## config.mk

```make
export PLATFORM = sky130hd
export DESIGN_NAME = alu_subsys_top
export DESIGN_NICKNAME = d
export VERILOG_FILES = /design/src/source/alu_pkg.sv /design/src/source/operand_stage.sv /design/src/source/alu_core.sv /design/src/source/result_stage.sv /design/src/source/irq_pending.sv /design/src/source/alu_subsys_top.sv
export SDC_FILE = /design/constraint.sdc
export NUM_CORES = 1
export LEC_CHECK = 0
export ABC_AREA = 0
export BUFFER_PORTS_ARGS = -buffer_cell sky130_fd_sc_hd__buf_4
export CORE_UTILIZATION = 30
export DETAILED_ROUTE_END_ITERATION = 7
export PLACE_DENSITY = 0.45
export SLEW_MARGIN = 25
export SYNTH_ARGS = -nofsm -noshare
export SYNTH_HDL_FRONTEND = slang
export SYNTH_SLANG_ARGS = --single-unit
```

## constraint.sdc

```tcl
create_clock -name clk -period 6.8 [get_ports clk]
set_input_delay 0.68 -clock clk [delete_from_list [all_inputs] [get_ports clk]]
set_output_delay 0.68 -clock clk [all_outputs]
set_load 0.02 [all_outputs]
```

## src/source/alu_pkg.sv

```systemverilog
// ALU subsystem package: control and flag structs, write-target codes, row-A select names
package alu_pkg;

   // Command control word, 9 bits, MSB first
   typedef struct packed {
      logic       sel_add;  // Row B: 1 = A+QQ+cin, 0 = ~(A^QQ)
      logic [1:0] sel_a;    // Row A operation
      logic [3:0] wtarget;  // Write target of the microinstruction
      logic       cin;      // Carry into bit 0
      logic       cc_load;  // Load condition flags from this result
   } alu_ctrl_t;

   // Condition flags as seen by the branch logic
   typedef struct packed {
      logic zero;   // Result all zero
      logic neg;    // Result MSB
      logic carry;  // Carry out of the adder
      logic ovf;    // Signed overflow of the adder
   } alu_flags_t;

   // Write-target codes that matter to the ALU
   localparam logic [3:0] WT_TIMER   = 4'b1011;  // Write to low word of mtime
   localparam logic [3:0] WT_INSTRET = 4'b1001;  // Write to minstret

   // Row A selections
   //  sel_a  A
   //  00     di
   //  01     ~(di ^ adr)
   //  10     ~di & ~adr
   //  11     0
   localparam logic [1:0] SEL_A_DI   = 2'b00;  // Pass first operand
   localparam logic [1:0] SEL_A_XNOR = 2'b01;  // Near-XOR with adr
   localparam logic [1:0] SEL_A_NOR  = 2'b10;  // NOR with adr
   localparam logic [1:0] SEL_A_ZERO = 2'b11;  // Constant zero

   // Combined with row B this gives, for example:
   //  sel_add=1, sel_a=DI   : di + qq + cin (subtract when qq is inverted and cin=1)
   //  sel_add=1, sel_a=ZERO : qq + cin
   //  sel_add=0, sel_a=DI   : ~(di ^ qq)
   //  sel_add=0, sel_a=ZERO : ~qq

endpackage

```

## src/source/operand_stage.sv

```systemverilog
// Operand stage: input register capturing one ALU command per valid strobe
`timescale 1ns/1ps

module operand_stage import alu_pkg::*; #(
   parameter int alu_width = 32
) (
   input  logic                 clk,
   input  logic                 rst_n,
   input  logic                 cmd_valid,  // Command strobe
   input  logic [alu_width-1:0] di,         // First operand
   input  logic [alu_width-1:0] adr,        // Normal second operand
   input  logic [alu_width-1:0] qq,         // Alternate second operand
   input  alu_ctrl_t            ctrl,       // Control word
   output logic                 s_valid,    // Registered strobe
   output logic [alu_width-1:0] s_di,
   output logic [alu_width-1:0] s_adr,
   output logic [alu_width-1:0] s_qq,
   output alu_ctrl_t            s_ctrl
);

   // Strobe and control word, cleared by reset
   always_ff @(posedge clk or negedge rst_n) begin
      if (!rst_n) begin
         s_valid <= 1'b0;
         s_ctrl  <= '0;
      end else begin
         s_valid <= cmd_valid;          // One-cycle pulse per command
         if (cmd_valid) s_ctrl <= ctrl; // Hold last command otherwise
      end
   end

   // Operand words
   always_ff @(posedge clk) begin
      if (cmd_valid) begin
         s_di  <= di;
         s_adr <= adr;
         s_qq  <= qq;
      end
   end

   // Registered command is exactly the one presented one edge earlier
   a_capture : assert property (@(posedge clk) disable iff (!rst_n)
      s_valid |-> $past(cmd_valid) && s_di == $past(di) && s_ctrl == $past(ctrl));

endmodule

```

## src/source/alu_core.sv

```systemverilog
// ALU core: two-row combinational ALU, carry chain, mtime tap and minstret overflow detect
`timescale 1ns/1ps

module alu_core import alu_pkg::*; #(
   parameter int alu_width        = 32,
   parameter int mtime_tap        = 12,
   parameter int mtime_tap_lowlim = 8
) (
   input  logic [alu_width-1:0] s_di,        // First operand
   input  logic [alu_width-1:0] s_adr,       // Normal second operand
   input  logic [alu_width-1:0] s_qq,        // Alternate second operand
   input  alu_ctrl_t            s_ctrl,      // Registered control word
   output logic [alu_width-1:0] b,           // ALU result
   output logic                 a31,         // MSB of row A, for overflow flag
   output logic                 carry_out,   // Carry out of MSB, 0 when not adding
   output logic                 tap_event,   // mtime tap bit toggles
   output logic                 instret_ofl  // minstret wraps
);

   logic [alu_width-1:0] a;        // Row A output
   logic [alu_width:0]   sum;      // Row B adder incl. carry
   logic                 is_wtime; // Write to low mtime word
   logic                 is_winst; // Write to minstret

   // Row A
   always_comb begin
      case (s_ctrl.sel_a)
         SEL_A_DI:   a = s_di;
         SEL_A_XNOR: a = ~(s_di ^ s_adr);
         SEL_A_NOR:  a = ~s_di & ~s_adr;
         default:    a = '0;        // SEL_A_ZERO
      endcase
   end
   assign a31 = a[alu_width-1];

   // Row B with carry chain
   assign sum = {1'b0, a} + {1'b0, s_qq} + {{alu_width{1'b0}}, s_ctrl.cin};

   always_comb begin
      if (s_ctrl.sel_add) begin
         b         = sum[alu_width-1:0];
         carry_out = sum[alu_width];
      end else begin
         b         = ~(a ^ s_qq);
         carry_out = 1'b0;          // No carry outside ADD
      end
   end

   // Write-target decode
   assign is_wtime = s_ctrl.wtarget == WT_TIMER;
   assign is_winst = s_ctrl.wtarget == WT_INSTRET;

   // Tap and overflow detect, only when the tap is slow enough for CSR sequences
   if (mtime_tap < mtime_tap_lowlim) begin : g_no_tap
      assign tap_event   = 1'b0;
      assign instret_ofl = 1'b0;
   end else begin : g_tap
      if (mtime_tap >= alu_width) begin : g_tap_msb
         // Tap beyond the word: count a 0 to 1 transition of the MSB
         assign tap_event = ~a[alu_width-1] & b[alu_width-1] & is_wtime;
      end else begin : g_tap_bit
         // Tapped bit changed during the mtime update
         assign tap_event = (a[mtime_tap] ^ b[mtime_tap]) & is_wtime;
      end
      assign instret_ofl = carry_out & is_winst; // Counter wrapped
   end

endmodule

```

## src/source/result_stage.sv

```systemverilog
// Result stage: result register, result valid strobe and condition flag register
`timescale 1ns/1ps

module result_stage import alu_pkg::*; #(
   parameter int alu_width = 32
) (
   input  logic                 clk,
   input  logic                 rst_n,
   input  logic                 s_valid,      // ALU inputs hold a command
   input  logic [alu_width-1:0] b,            // ALU result
   input  logic                 a31,          // Row A MSB
   input  logic                 carry_out,    // Adder carry
   input  logic                 qq_msb,       // MSB of second adder operand
   input  logic                 cc_load,      // Flag load request
   output logic [alu_width-1:0] result,
   output logic                 result_valid, // One pulse per command
   output alu_flags_t           flags
);

   alu_flags_t flags_next; // Flags of the current result

   always_comb begin
      flags_next.zero  = b == '0;
      flags_next.neg   = b[alu_width-1];
      flags_next.carry = carry_out;
      // Operands of same sign, result sign differs
      flags_next.ovf   = (a31 == qq_msb) && (b[alu_width-1] != a31);
   end

   always_ff @(posedge clk or negedge rst_n) begin
      if (!rst_n) begin
         result       <= '0;
         result_valid <= 1'b0;
         flags        <= '0;
      end else begin
         result_valid <= s_valid;
         if (s_valid) result <= b;                       // Payload follows strobe
         if (s_valid && cc_load) flags <= flags_next;    // Otherwise hold
      end
   end

   // A flag load from a non-add command (carry_out low) leaves carry clear
   a_carry_only_add : assert property (@(posedge clk) disable iff (!rst_n)
      (s_valid && cc_load && !carry_out) |=> !flags.carry);

endmodule

```

## src/source/irq_pending.sv

```systemverilog
// Interrupt pending: sticky timer-tick and minstret overflow requests with acknowledge
`timescale 1ns/1ps

module irq_pending #(
   parameter int mtime_tap        = 12,
   parameter int mtime_tap_lowlim = 8
) (
   input  logic       clk,
   input  logic       rst_n,
   input  logic       s_valid,      // Qualifies the ALU events
   input  logic       tap_event,    // mtime tap toggled
   input  logic       instret_ofl,  // minstret wrapped
   input  logic [1:0] irq_ack,      // Bit 0 timer, bit 1 instret
   output logic       irq_timer,
   output logic       irq_instret
);

   // Requests exist only when the tap is in the legal range
   localparam bit irq_en = mtime_tap >= mtime_tap_lowlim;

   logic set_timer;   // Qualified timer event
   logic set_instret; // Qualified counter event

   assign set_timer   = irq_en && s_valid && tap_event;
   assign set_instret = irq_en && s_valid && instret_ofl;

   // Set wins over acknowledge in the same cycle
   always_ff @(posedge clk or negedge rst_n) begin
      if (!rst_n) begin
         irq_timer   <= 1'b0;
         irq_instret <= 1'b0;
      end else begin
         irq_timer   <= set_timer   || (irq_timer   && !irq_ack[0]);
         irq_instret <= set_instret || (irq_instret && !irq_ack[1]);
      end
   end

   // A request only rises after a valid ALU event
   a_timer_rise : assert property (@(posedge clk) disable iff (!rst_n)
      $rose(irq_timer) |-> $past(s_valid && tap_event));
   a_instret_rise : assert property (@(posedge clk) disable iff (!rst_n)
      $rose(irq_instret) |-> $past(s_valid && instret_ofl));

   // Acknowledge without a new event drops the request
   a_timer_ack : assert property (@(posedge clk) disable iff (!rst_n)
      (irq_ack[0] && !set_timer) |=> !irq_timer);
   a_instret_ack : assert property (@(posedge clk) disable iff (!rst_n)
      (irq_ack[1] && !set_instret) |=> !irq_instret);

endmodule

```

## src/source/alu_subsys_top.sv

```systemverilog
// ALU subsystem top: operand stage, ALU core, result stage and interrupt pending logic
`timescale 1ns/1ps

module alu_subsys_top import alu_pkg::*; #(
   parameter int alu_width        = 32,
   parameter int mtime_tap        = 12,  // mtime bit that raises the timer tick
   parameter int mtime_tap_lowlim = 8    // Lowest tap usable with CSR sequences
) (
   input  logic                 clk,
   input  logic                 rst_n,
   input  logic                 cmd_valid,
   input  logic [alu_width-1:0] di,
   input  logic [alu_width-1:0] adr,
   input  logic [alu_width-1:0] qq,
   input  alu_ctrl_t            ctrl,
   input  logic [1:0]           irq_ack,      // Bit 0 timer, bit 1 instret
   output logic [alu_width-1:0] result,
   output logic                 result_valid,
   output alu_flags_t           flags,
   output logic                 irq_timer,
   output logic                 irq_instret
);

   logic                 s_valid;
   logic [alu_width-1:0] s_di, s_adr, s_qq; // Registered operands
   alu_ctrl_t            s_ctrl;
   logic [alu_width-1:0] b;                 // Combinational ALU result
   logic                 a31, carry_out, tap_event, instret_ofl;

   operand_stage #(.alu_width(alu_width)) i_operand_stage (
      .clk, .rst_n, .cmd_valid, .di, .adr, .qq, .ctrl,
      .s_valid, .s_di, .s_adr, .s_qq, .s_ctrl
   );

   alu_core #(
      .alu_width       (alu_width),
      .mtime_tap       (mtime_tap),
      .mtime_tap_lowlim(mtime_tap_lowlim)
   ) i_alu_core (
      .s_di, .s_adr, .s_qq, .s_ctrl,
      .b, .a31, .carry_out, .tap_event, .instret_ofl
   );

   result_stage #(.alu_width(alu_width)) i_result_stage (
      .clk, .rst_n, .s_valid, .b, .a31, .carry_out,
      .qq_msb (s_qq[alu_width-1]),       // Second adder operand sign
      .cc_load(s_ctrl.cc_load),
      .result, .result_valid, .flags
   );

   irq_pending #(
      .mtime_tap       (mtime_tap),
      .mtime_tap_lowlim(mtime_tap_lowlim)
   ) i_irq_pending (
      .clk, .rst_n, .s_valid, .tap_event, .instret_ofl, .irq_ack,
      .irq_timer, .irq_instret
   );

endmodule

```

Word-level counts from Yosys, hierarchy flattened
Index checks and enable logic that the tools add are counted.

storage, ports and cells
  flip-flop bits (word level) = 145
  memory bits (writable) = 0
  word-level logic and storage cells = 50
  input port bits = 110
  memories = 0
  bits in latches = 0
  ROM bits = 0
  output and inout port bits = 39

cells by class
  muxes and demuxes = 3
  reductions and logical operators = 12
  equality and inequality tests = 6
  $mul = 0
  div/mod/pow operators = 0
  bitwise operators = 10
  add/sub/neg operators = 2
  $lt $le $gt $ge = 0
  shift operators = 0

operator list
  kind                number
  $not 32->32         4
  $pmux 32 s3         1
  $xor 32x32->32      2
  $add 32x32->33      1
  $add 33x1->33       1
  $and 32x32->32      1
  $logic_not 32->1    1
  $mux 32             1
  $eq 4x4->1 const B  2
  $logic_and 1x1->1   6
  $and 1x1->1         2
  $eq 2x1->1 const B  1
  $eq 2x2->1 const B  1
  $logic_not 1->1     2
  $logic_not 2->1     1
  $logic_or 1x1->1    2
  $eq 1x1->1          1
  $mux 1              1
  $ne 1x1->1          1
  $xor 1x1->1         1

Longest topological paths before layout
Gate-level depths: netlist (run 1).

  depth in word-level cells = 10
  depth in mapped cells = 17
  mapped depth without buffers = 17

Cells and area by module
Synthesis (run 1) repeated with hierarchy kept, for this count alone.

second synthesis, totals
  cell total of the unflattened synthesis = 689
  area total of the unflattened synthesis = 8129.0 µm²

by module, submodules not included
  module         times used  area each (µm²)  cells each  seq. area each (µm²)
  operand_stage  1           3279.4           116         3133.0
  alu_core       1           3271.9           472         0.0
  result_stage   1           1495.2           93          925.9
  irq_pending    1           82.6             8           50.0

Worst setup path after synthesis (run 1)
No wires, ideal clock.

  kind = register to register
  from = register, netlist name i_operand_stage.s_ctrl[6]
  to = register, netlist name i_result_stage.flags[3]
  library setup time = 0.076 ns
  arrival time = 3.641 ns
  data required time = 6.724 ns
  stages on the path, launching flop included = 18
  setup slack = 3.082 ns
  cell sequence = dfrtp_1 clkbuf_1 nor2b_1 clkbuf_1 clkbuf_1 a21o_1 inv_1 fa_1 fa_1 nor2b_4 o31a_2 o211ai_2 a31oi_2 o21ai_1 and3_1 nor4_1 nand4_1 o21ai_1

on the way
  longest elaborated chain between the ends = 6
  elaborated cells between the ends (all ways) = 10
  classes of those cells = add/sub (2); eq/ne (2); mux (2); bitwise (2); reduce/logical (2)

ends and longest elaborated chain
  element                                                  RTL line                        source
  $eq 2x2->1, or another cell as far along                 alu_core.sv:27                  case (s_ctrl.sel_a)
  $pmux 32 s3 *                                            alu_core.sv:27
  $add 32x32->33 / $xor 32x32->32 (equally long branches)  alu_core.sv:37, alu_core.sv:44
  $add 33x1->33 / $not 32->32 (equally long branches)      alu_core.sv:37, alu_core.sv:44
  $mux 32 *                                                alu_core.sv:40                  if (s_ctrl.sel_add) begin
  $logic_not 32->1 *                                       result_stage.sv:23              flags_next.zero = b == '0;

Mark *: on every way between the ends. The rest lies on a longest branch, timed or not.
A chain may end at the register's enable or synchronous reset.

Worst setup path after layout (run 1)
  from = register, netlist name i_operand_stage.s_ctrl[7]
  to = register, netlist name i_result_stage.flags[3]

on the way
  longest elaborated chain between the ends = 6
  elaborated cells between the ends (all ways) = 10
  classes of those cells = add/sub (2); eq/ne (2); mux (2); bitwise (2); reduce/logical (2)

ends and longest elaborated chain
  element                                                  RTL line
  $eq 2x2->1, or another cell as far along                 alu_core.sv:27
  $pmux 32 s3 *                                            alu_core.sv:27
  $add 32x32->33 / $xor 32x32->32 (equally long branches)  alu_core.sv:37, alu_core.sv:44
  $add 33x1->33 / $not 32->32 (equally long branches)      alu_core.sv:37, alu_core.sv:44
  $mux 32 *                                                alu_core.sv:40
  $logic_not 32->1 *                                       result_stage.sv:23

Marks and branches as above.

==> impl_metrics.py, run 1 <==
metrics = {
    "floorplanning": {
        "die-width_um": 170,
        "dieArea_um2": 29000,
        "start_util_pct": 30.5,
        "ios": 149,
        "row_count": 61,
        "die_y_um": 170,
        "coreArea_um2": 27900,
    },
    "timing": {
        "slew_headroom_pct": 45.3,
        "fin_ws_ns": 2.22,
        "worst_slew_pin_slew_ns": 0.820,
        "fmax_mhz": 218,
        "final.setup.tns_ns": 0,
        "fin_hold_ws_ns": 0.296,
        "drv_slew": 0,
        "setup_viol": 0,
        "clock_skew_ns": 0.0124,
        "finalCritPeriodShare_pct": 67.3,
        "final_hold_viol_count": 0,
        "final.min_clock_period_ns": 4.58,
        "rsz0062_at_grt": "false",
    },
    "synthesis": {
        "synth_edf_count": 96,
        "yosysUniqueCellTypes": 78,
        "post_synth_inst_count": 839,
        "yosysSeqAreaShare_pct": 48.3,
        "synth_nets": 1015,
        "synth_area_um2": 8500,
        "async_flop_share_pct": 33.8,
        "yosysTopAreaCell": "edfxtp_1",
        "synth_flop_cell": "edfxtp_1",
        "synth_area_per_cell_um2": 10.1,
        "netlist_top_cells_area": "edfxtp_1, dfrtp_1, ha_1",
        "yosys_warnings": 0,
        "synth-seq-cells": 145,
        "synth_top_area_share_pct": 33.9,
    },
    "clocking": {
        "cts_hold_buf": 0,
        "cts.clk_slew.worst_paths_ns": 0.06,
        "clkSinkCount": 145,
        "cts_max_level": 4,
        "post_cts_resized": 0,
        "cts_inserted_buffers": 17,
        "postCtsSetupRepairBufs": 0,
        "clockBufferDepth": 2,
        "insertion_delay_ns": 0.43,
        "cts_tree": "yes",
        "root_buffer": "clkbuf_16",
    },
    "place": {
        "dpl.cell_count": 1337,
        "dp_hpwl_um": 16700,
        "gp_congestion": 0.835,
        "io_buffers": 148,
        "dp_slack_ns": 2.19,
    },
    "critical_path": {
        "setup.worst_path.start_class": "flip-flop",
        "required_ns": 7.15,
        "critPathKind": "flip-flop to flip-flop",
        "worst_ep_arrival_time_ns": 4.93,
        "cp_slowest_stage_delay_ns": 0.57,
        "path_delay_family": "simple AND/OR/NAND/NOR gates",
        "cp-end-kind": "flip-flop",
        "r2r_slack_ns": 2.22,
        "crit_slowest_cell": "nor2b_2",
        "path_buf_inv": 2,
        "crit_chain": "buf_4 > nor2b_2 > buf_4 > nand2_1 > o21ai_0 > ha_1 > a21oi_1 > o21ai_1 > nor2_1 > or4b_1 > a31oi_1 > o21bai_1 > nor4_1 > nand4_1 > o21ai_1",
        "crit_fanout": 34,
    },
    "global_routing": {
        "grt_pass1_vias": 6486,
        "antenna_found_initial": 0,
        "grt_max_degree": 64,
        "use_met3_pct": 3.16,
        "busiest_layer": "met2",
        "use_met2_pct": 25.4,
        "grtUsageMet1_pct": 21.9,
        "grt_pass1_wl_um": 35300,
        "grt_use_total_pct": 16.0,
        "gr-total-overflow": 0,
    },
    "power_and_ir_drop": {
        "p_int_mw": 2.08,
        "switching_share_pct": 34.1,
        "power_frac_seq_pct": 36.3,
        "clkPwrFrac_pct": 30.5,
        "p_sw_mw": 1.08,
        "powerDensity_nw_per_um2": 299,
        "comb_power_share_pct": 33.2,
        "p_leak_nw": 4.64,
        "p_total_mw": 3.16,
        "worst_ir_drop_vdd_mv": 0.124,
    },
    "layout": {
        "stdcell_count": 1369,
        "finalNetCount": 1154,
        "syn_to_final_growth_pct": 24.4,
        "diodes": 0,
        "num-fill-cells": 2818,
        "final_layout_size_suffix_gt1_share_pct": 24.0,
    },
    "drt": {
        "vias_per_cell": 4.74,
        "wl_per_cell_um": 16.3,
        "dr.pass1.iters": 5,
        "ant_nets": 0,
        "wl_um": 22300,
        "drc": 0,
        "drt_iter0_drc": 394,
        "vias": 6494,
    },
    "outcome": {
        "status": "complete, no violations",
    },
    "flow_run": {
        "maxCapViolations": 0,
    },
    "min_path": {
        "min_path_type": "primary input to async pin",
    },
}
[flip-flops by register name, summed over array words and instances (netlist names)]
name / cells
i_operand_stage.s_adr: 32
i_operand_stage.s_ctrl: 9
i_irq_pending.irq_instret: 1
i_operand_stage.s_di: 32
i_result_stage.flags: 4
i_irq_pending.irq_timer: 1
i_result_stage.result_valid: 1
i_operand_stage.s_qq: 32
i_result_stage.result: 32
i_operand_stage.s_valid: 1
[metal layers]
| layer | vias up | wire, µm |
|---|---|---|
| li1 | 3299 | - |
| met1 | 3042 | 10900 |
| met4 | 0 | 374 |
| met2 | 133 | 10200 |
| met3 | 20 | 874 |
| met5 | - | 0 |
[worst register-to-register path, stage by stage, from the launching register on]
cell      delay, ns
dfrtp_1        0.32
buf_4          0.32
nor2b_2        0.58
buf_4          0.38
nand2_1        0.10
o21ai_0        0.26
ha_1           0.47
a21oi_1        0.28
o21ai_1        0.21
nor2_1         0.20
or4b_1         0.47
a31oi_1        0.23
o21bai_1       0.10
nor4_1         0.32
nand4_1        0.13
o21ai_1        0.14
[synthesized netlist by cell type (all sizes together), types with 4 or more instances]
library cell	n
nor2	22
buf	14
clkbuf	20
nand2	109
dfrtp	49
nand4	10
xor2	6
o21ai	103
nor3	22
nor4	8
and3	5
inv	92
mux2	30
a211oi	11
or3	4
a31oi	4
edfxtp	96
a21o	15
o211ai	6
o211a	4
o21a	6
o21bai	5
or2	5
nand3	18
xnor2	10
or4	4
nand2b	7
ha	64
a21oi	39
nor2b	8
[cell usage in the layout (no fill, tap or decap), types with 3 or more instances in the layout]
master and n:
or2_2 4, o21ai_2 3, xnor2_1 10, o211a_1 4
clkbuf_16 17, o2111a_1 3, inv_1 92, xor2_1 6
dfrtp_1 48, o21a_1 6, nand4_1 10, bufinv_16 3
o21ai_1 5, nor3_1 22, buf_4 154, edfxtp_1 96
o21bai_1 5, a21o_1 15, clkinvlp_4 4, or3_1 4
nor2b_1 5, mux2_2 30, a21oi_1 37, nor2_1 22
nand2b_1 7, o21ai_0 95, nand2_1 108, inv_6 3
nand3_1 18, or4_1 3, and3_1 5, nor4_1 7
o31ai_1 3, a211oi_1 9, o211ai_1 4, ha_1 64
a22oi_1 3
[power by group through the flow]
stage / clock network [mW] / registers (mW) / logic (mW)
2_1_floorplan: 0 / 1.24 / 0.579
3_3_place_gp: 0 / 1.17 / 1.05
3_5_place_dp: 0 / 1.17 / 1.06
4_1_cts: 0.997 / 1.15 / 1.06
5_1_grt: 1.03 / 1.16 / 1.16
6_report: 0.964 / 1.15 / 1.05
[cell families after synthesis]
family,count (synthesis),synth area share [%]
simple gates,234,13.4
compound gates,221,16.8
buf+inv,126,5.83
flops,145,48.3
fa+ha+maj,66,9.89
xor+xnor,16,1.65
mux,31,4.09
[final cells by class]
cell class	instances	area (µm²)	area share [%]
sequential	145	4110	38.9
clock inverter	13	159	1.50
clock buffer	19	433	4.09
inverter	92	345	3.26
timing repair buffer	154	1160	10.9
tap	378	473	4.47
multi-input combinational	568	3900	36.9
[path summary, 6_finish.rpt]
kind / startpoint / end / cells after the start
max: i_operand_stage.s_ctrl[7]$_DFFE_PN0P_ / i_result_stage.flags[3]$_DFFE_PN0P_ / 15
min: rst_n / i_operand_stage.s_valid$_DFF_PN0_ / 1
max reg2reg: i_operand_stage.s_ctrl[7]$_DFFE_PN0P_ / i_result_stage.flags[3]$_DFFE_PN0P_ / 15
min reg2reg: i_result_stage.flags[0]$_DFFE_PN0P_ / i_result_stage.flags[0]$_DFFE_PN0P_ / 2
max in group asynchronous: rst_n / i_operand_stage.s_ctrl[6]$_DFFE_PN0P_ / 1
min in group clk: adr[29] / i_operand_stage.s_adr[29]$_DFFE_PP_ / 1
[metrics by stage]
step,area [µm²],utilization [%]
floorplan,8500,-
global placement,9990,35.8
detailed placement,9990,35.8
CTS,10600,38.0
global route,10600,38.0
finish,10600,38.0
Note: power is estimated with default switching activity, not from simulation.
==> run 2: changes to the inputs <==
--- a/config.mk
+++ b/config.mk
@@ -9,7 +9,7 @@
 export BUFFER_PORTS_ARGS = -buffer_cell sky130_fd_sc_hd__buf_4
 export CORE_UTILIZATION = 30
 export DETAILED_ROUTE_END_ITERATION = 7
-export PLACE_DENSITY = 0.45
+export PLACE_DENSITY = 0.47
 export SLEW_MARGIN = 25
 export SYNTH_ARGS = -nofsm -noshare
 export SYNTH_HDL_FRONTEND = slang
==> constraint.sdc (replaced) <==
create_clock -name clk -period 4.2 [get_ports clk]
set_input_delay 0.42 -clock clk [delete_from_list [all_inputs] [get_ports clk]]
set_output_delay 0.42 -clock clk [all_outputs]
set_load 0.02 [all_outputs]
==> impl_metrics.py, run 2 (synthesis results as in run 1) <==
metrics = {
    "outcome": {
        "status": "complete, no violations",
    },
    "layout": {
        "num-fill-cells": 2809,
        "finalNetCount": 1164,
        "final_cell_mix": "buf_4, nand2_1, edfxtp_1",
        "final_area_um2": 10700,
        "syn_to_final_growth_pct": 25.3,
        "final_layout_size_suffix_gt1_share_pct": 25.1,
        "final_common_cell": "buf_4",
        "diodes": 0,
    },
    "floorplanning": {
        "die_y_um": 170,
        "ios": 149,
        "coreArea_um2": 27900,
        "die-width_um": 170,
        "dieArea_um2": 29000,
        "row_count": 61,
        "start_util_pct": 30.5,
    },
    "place": {
        "gp_congestion": 0.828,
        "place_area_um2": 10100,
        "dp_hpwl_um": 17000,
        "io_buffers": 148,
    },
    "critical_path": {
        "critPathKind": "flip-flop to flip-flop",
        "crit_fanout": 5,
        "required_ns": 4.55,
        "setup.worst_path.start_class": "flip-flop",
        "worst_ep_arrival_time_ns": 4.27,
        "cp-end-kind": "flip-flop",
    },
    "power_and_ir_drop": {
        "powerDensity_nw_per_um2": 474,
        "p_leak_nw": 4.68,
        "p_total_mw": 5.05,
        "worst_ir_drop_vdd_mv": 0.215,
    },
    "timing": {
        "clock_skew_ns": 0.00951,
        "finalCritPeriodShare_pct": 93.3,
        "setup_viol": 0,
        "worst_slew_pin_slew_ns": 0.828,
        "drv_slew": 0,
        "final.min_clock_period_ns": 3.92,
        "rsz0062_at_grt": "false",
        "fin_hold_ws_ns": 0.0190,
        "final_hold_viol_count": 0,
        "fmax_mhz": 255,
        "final.setup.tns_ns": 0,
        "slew_headroom_pct": 44.2,
    },
    "global_routing": {
        "antenna_found_initial": 0,
        "grt_use_total_pct": 16.2,
        "use_met2_pct": 25.9,
        "grt_pass1_vias": 6514,
        "grt_pass1_wl_um": 35600,
        "gr-total-overflow": 0,
        "grt_max_degree": 61,
        "grtUsageMet1_pct": 22.1,
        "use_met3_pct": 3.44,
        "busiest_layer": "met2",
    },
    "clocking": {
        "clkSinkCount": 145,
        "insertion_delay_ns": 0.43,
        "cts.clk_slew.worst_paths_ns": 0.07,
        "cts_max_level": 4,
        "clockBufferDepth": 2,
        "cts_tree": "yes",
        "postCtsSetupRepairBufs": 0,
        "cts_inserted_buffers": 17,
        "root_buffer": "clkbuf_16",
    },
    "flow_run": {
        "maxCapViolations": 0,
    },
    "min_path": {
        "min_path_type": "primary input to async pin",
    },
    "drt": {
        "vias": 6596,
        "drc": 0,
        "dr.pass1.iters": 5,
        "drt_iter0_drc": 328,
        "wl_per_cell_um": 16.3,
        "wl_um": 22400,
        "vias_per_cell": 4.78,
        "ant_nets": 0,
    },
}
run 2: worst max-delay path: stages, from the launching register on:
cell and delay (ns):
edfxtp_1 0.36, inv_1 0.07, ha_1 0.22, mux2_2 0.26, nor2_1 0.08, a21o_1 0.11, inv_1 0.05, fa_1 0.41
fa_1 0.46, nor2b_4 0.15, o31a_2 0.22, o21bai_1 0.11, o2bb2ai_1 0.13, a21o_1 0.18, a311o_1 0.40, nor4_2 0.25
buf_4 0.15, nand4_1 0.09, o21ai_1 0.14
run 2: layer usage:
layer  wire length, µm  part of all wire (%)
met1             10900                    49
met2             10400                    46
met3               833                   3.7
met4               297                   1.3
met5                 0                     0
run 2: worst paths after layout:
| kind | start | end | slack [ns] | depth (start not counted) |
|---|---|---|---|---|
| min reg2reg | i_result_stage.flags[0]$_DFFE_PN0P_ | i_result_stage.flags[0]$_DFFE_PN0P_ | 0.48 | 2 |
| max | i_operand_stage.s_di[0]$_DFFE_PP_ | i_result_stage.flags[3]$_DFFE_PN0P_ | 0.28 | 18 |
| max in group asynchronous | rst_n | i_operand_stage.s_ctrl[6]$_DFFE_PN0P_ | 3.70 | 1 |
| max reg2reg | i_operand_stage.s_di[0]$_DFFE_PP_ | i_result_stage.flags[3]$_DFFE_PN0P_ | 0.28 | 18 |
| min in group clk | adr[16] | i_operand_stage.s_adr[16]$_DFFE_PP_ | 0.16 | 1 |
| min | rst_n | i_result_stage.result_valid$_DFF_PN0_ | 0.02 | 1 |
run 2: report_power, final:
part	total, mW	switching, mW	internal (mW)	leakage [nW]
registers	1.86	0.114	1.75	1.53
logic	1.73	1.02	0.714	2.90
clock network	1.46	0.627	0.835	0.256
run 2: area by class of cell:
class	count	area [µm²]	area share, %
Sequential cell	145	4110	38.6
Multi-Input combinational cell	568	3910	36.7
Timing Repair Buffer	164	1260	11.8
Tap cell	378	473	4.44
Clock buffer	21	450	4.23
Inverter	92	345	3.24
Clock inverter	11	108	1.01
run 2: repair_timing:
item,4_1_cts,5_1_grt
setup endpoints to repair,0,1
hold buffers,0,0
gates resized for setup,0,2
run 2: through the flow:
stage / cells / setup slack [ns] / utilization [%]
after global placement: 1347 / 0.258 / 36.2
after detailed placement: 1347 / 0.203 / 36.2
final: 1379 / 0.283 / 38.3
after floorplan: 839 / 0.482 / -
after global routing: 1379 / 0.00485 / 38.3
after CTS: 1379 / 0.176 / 38.2
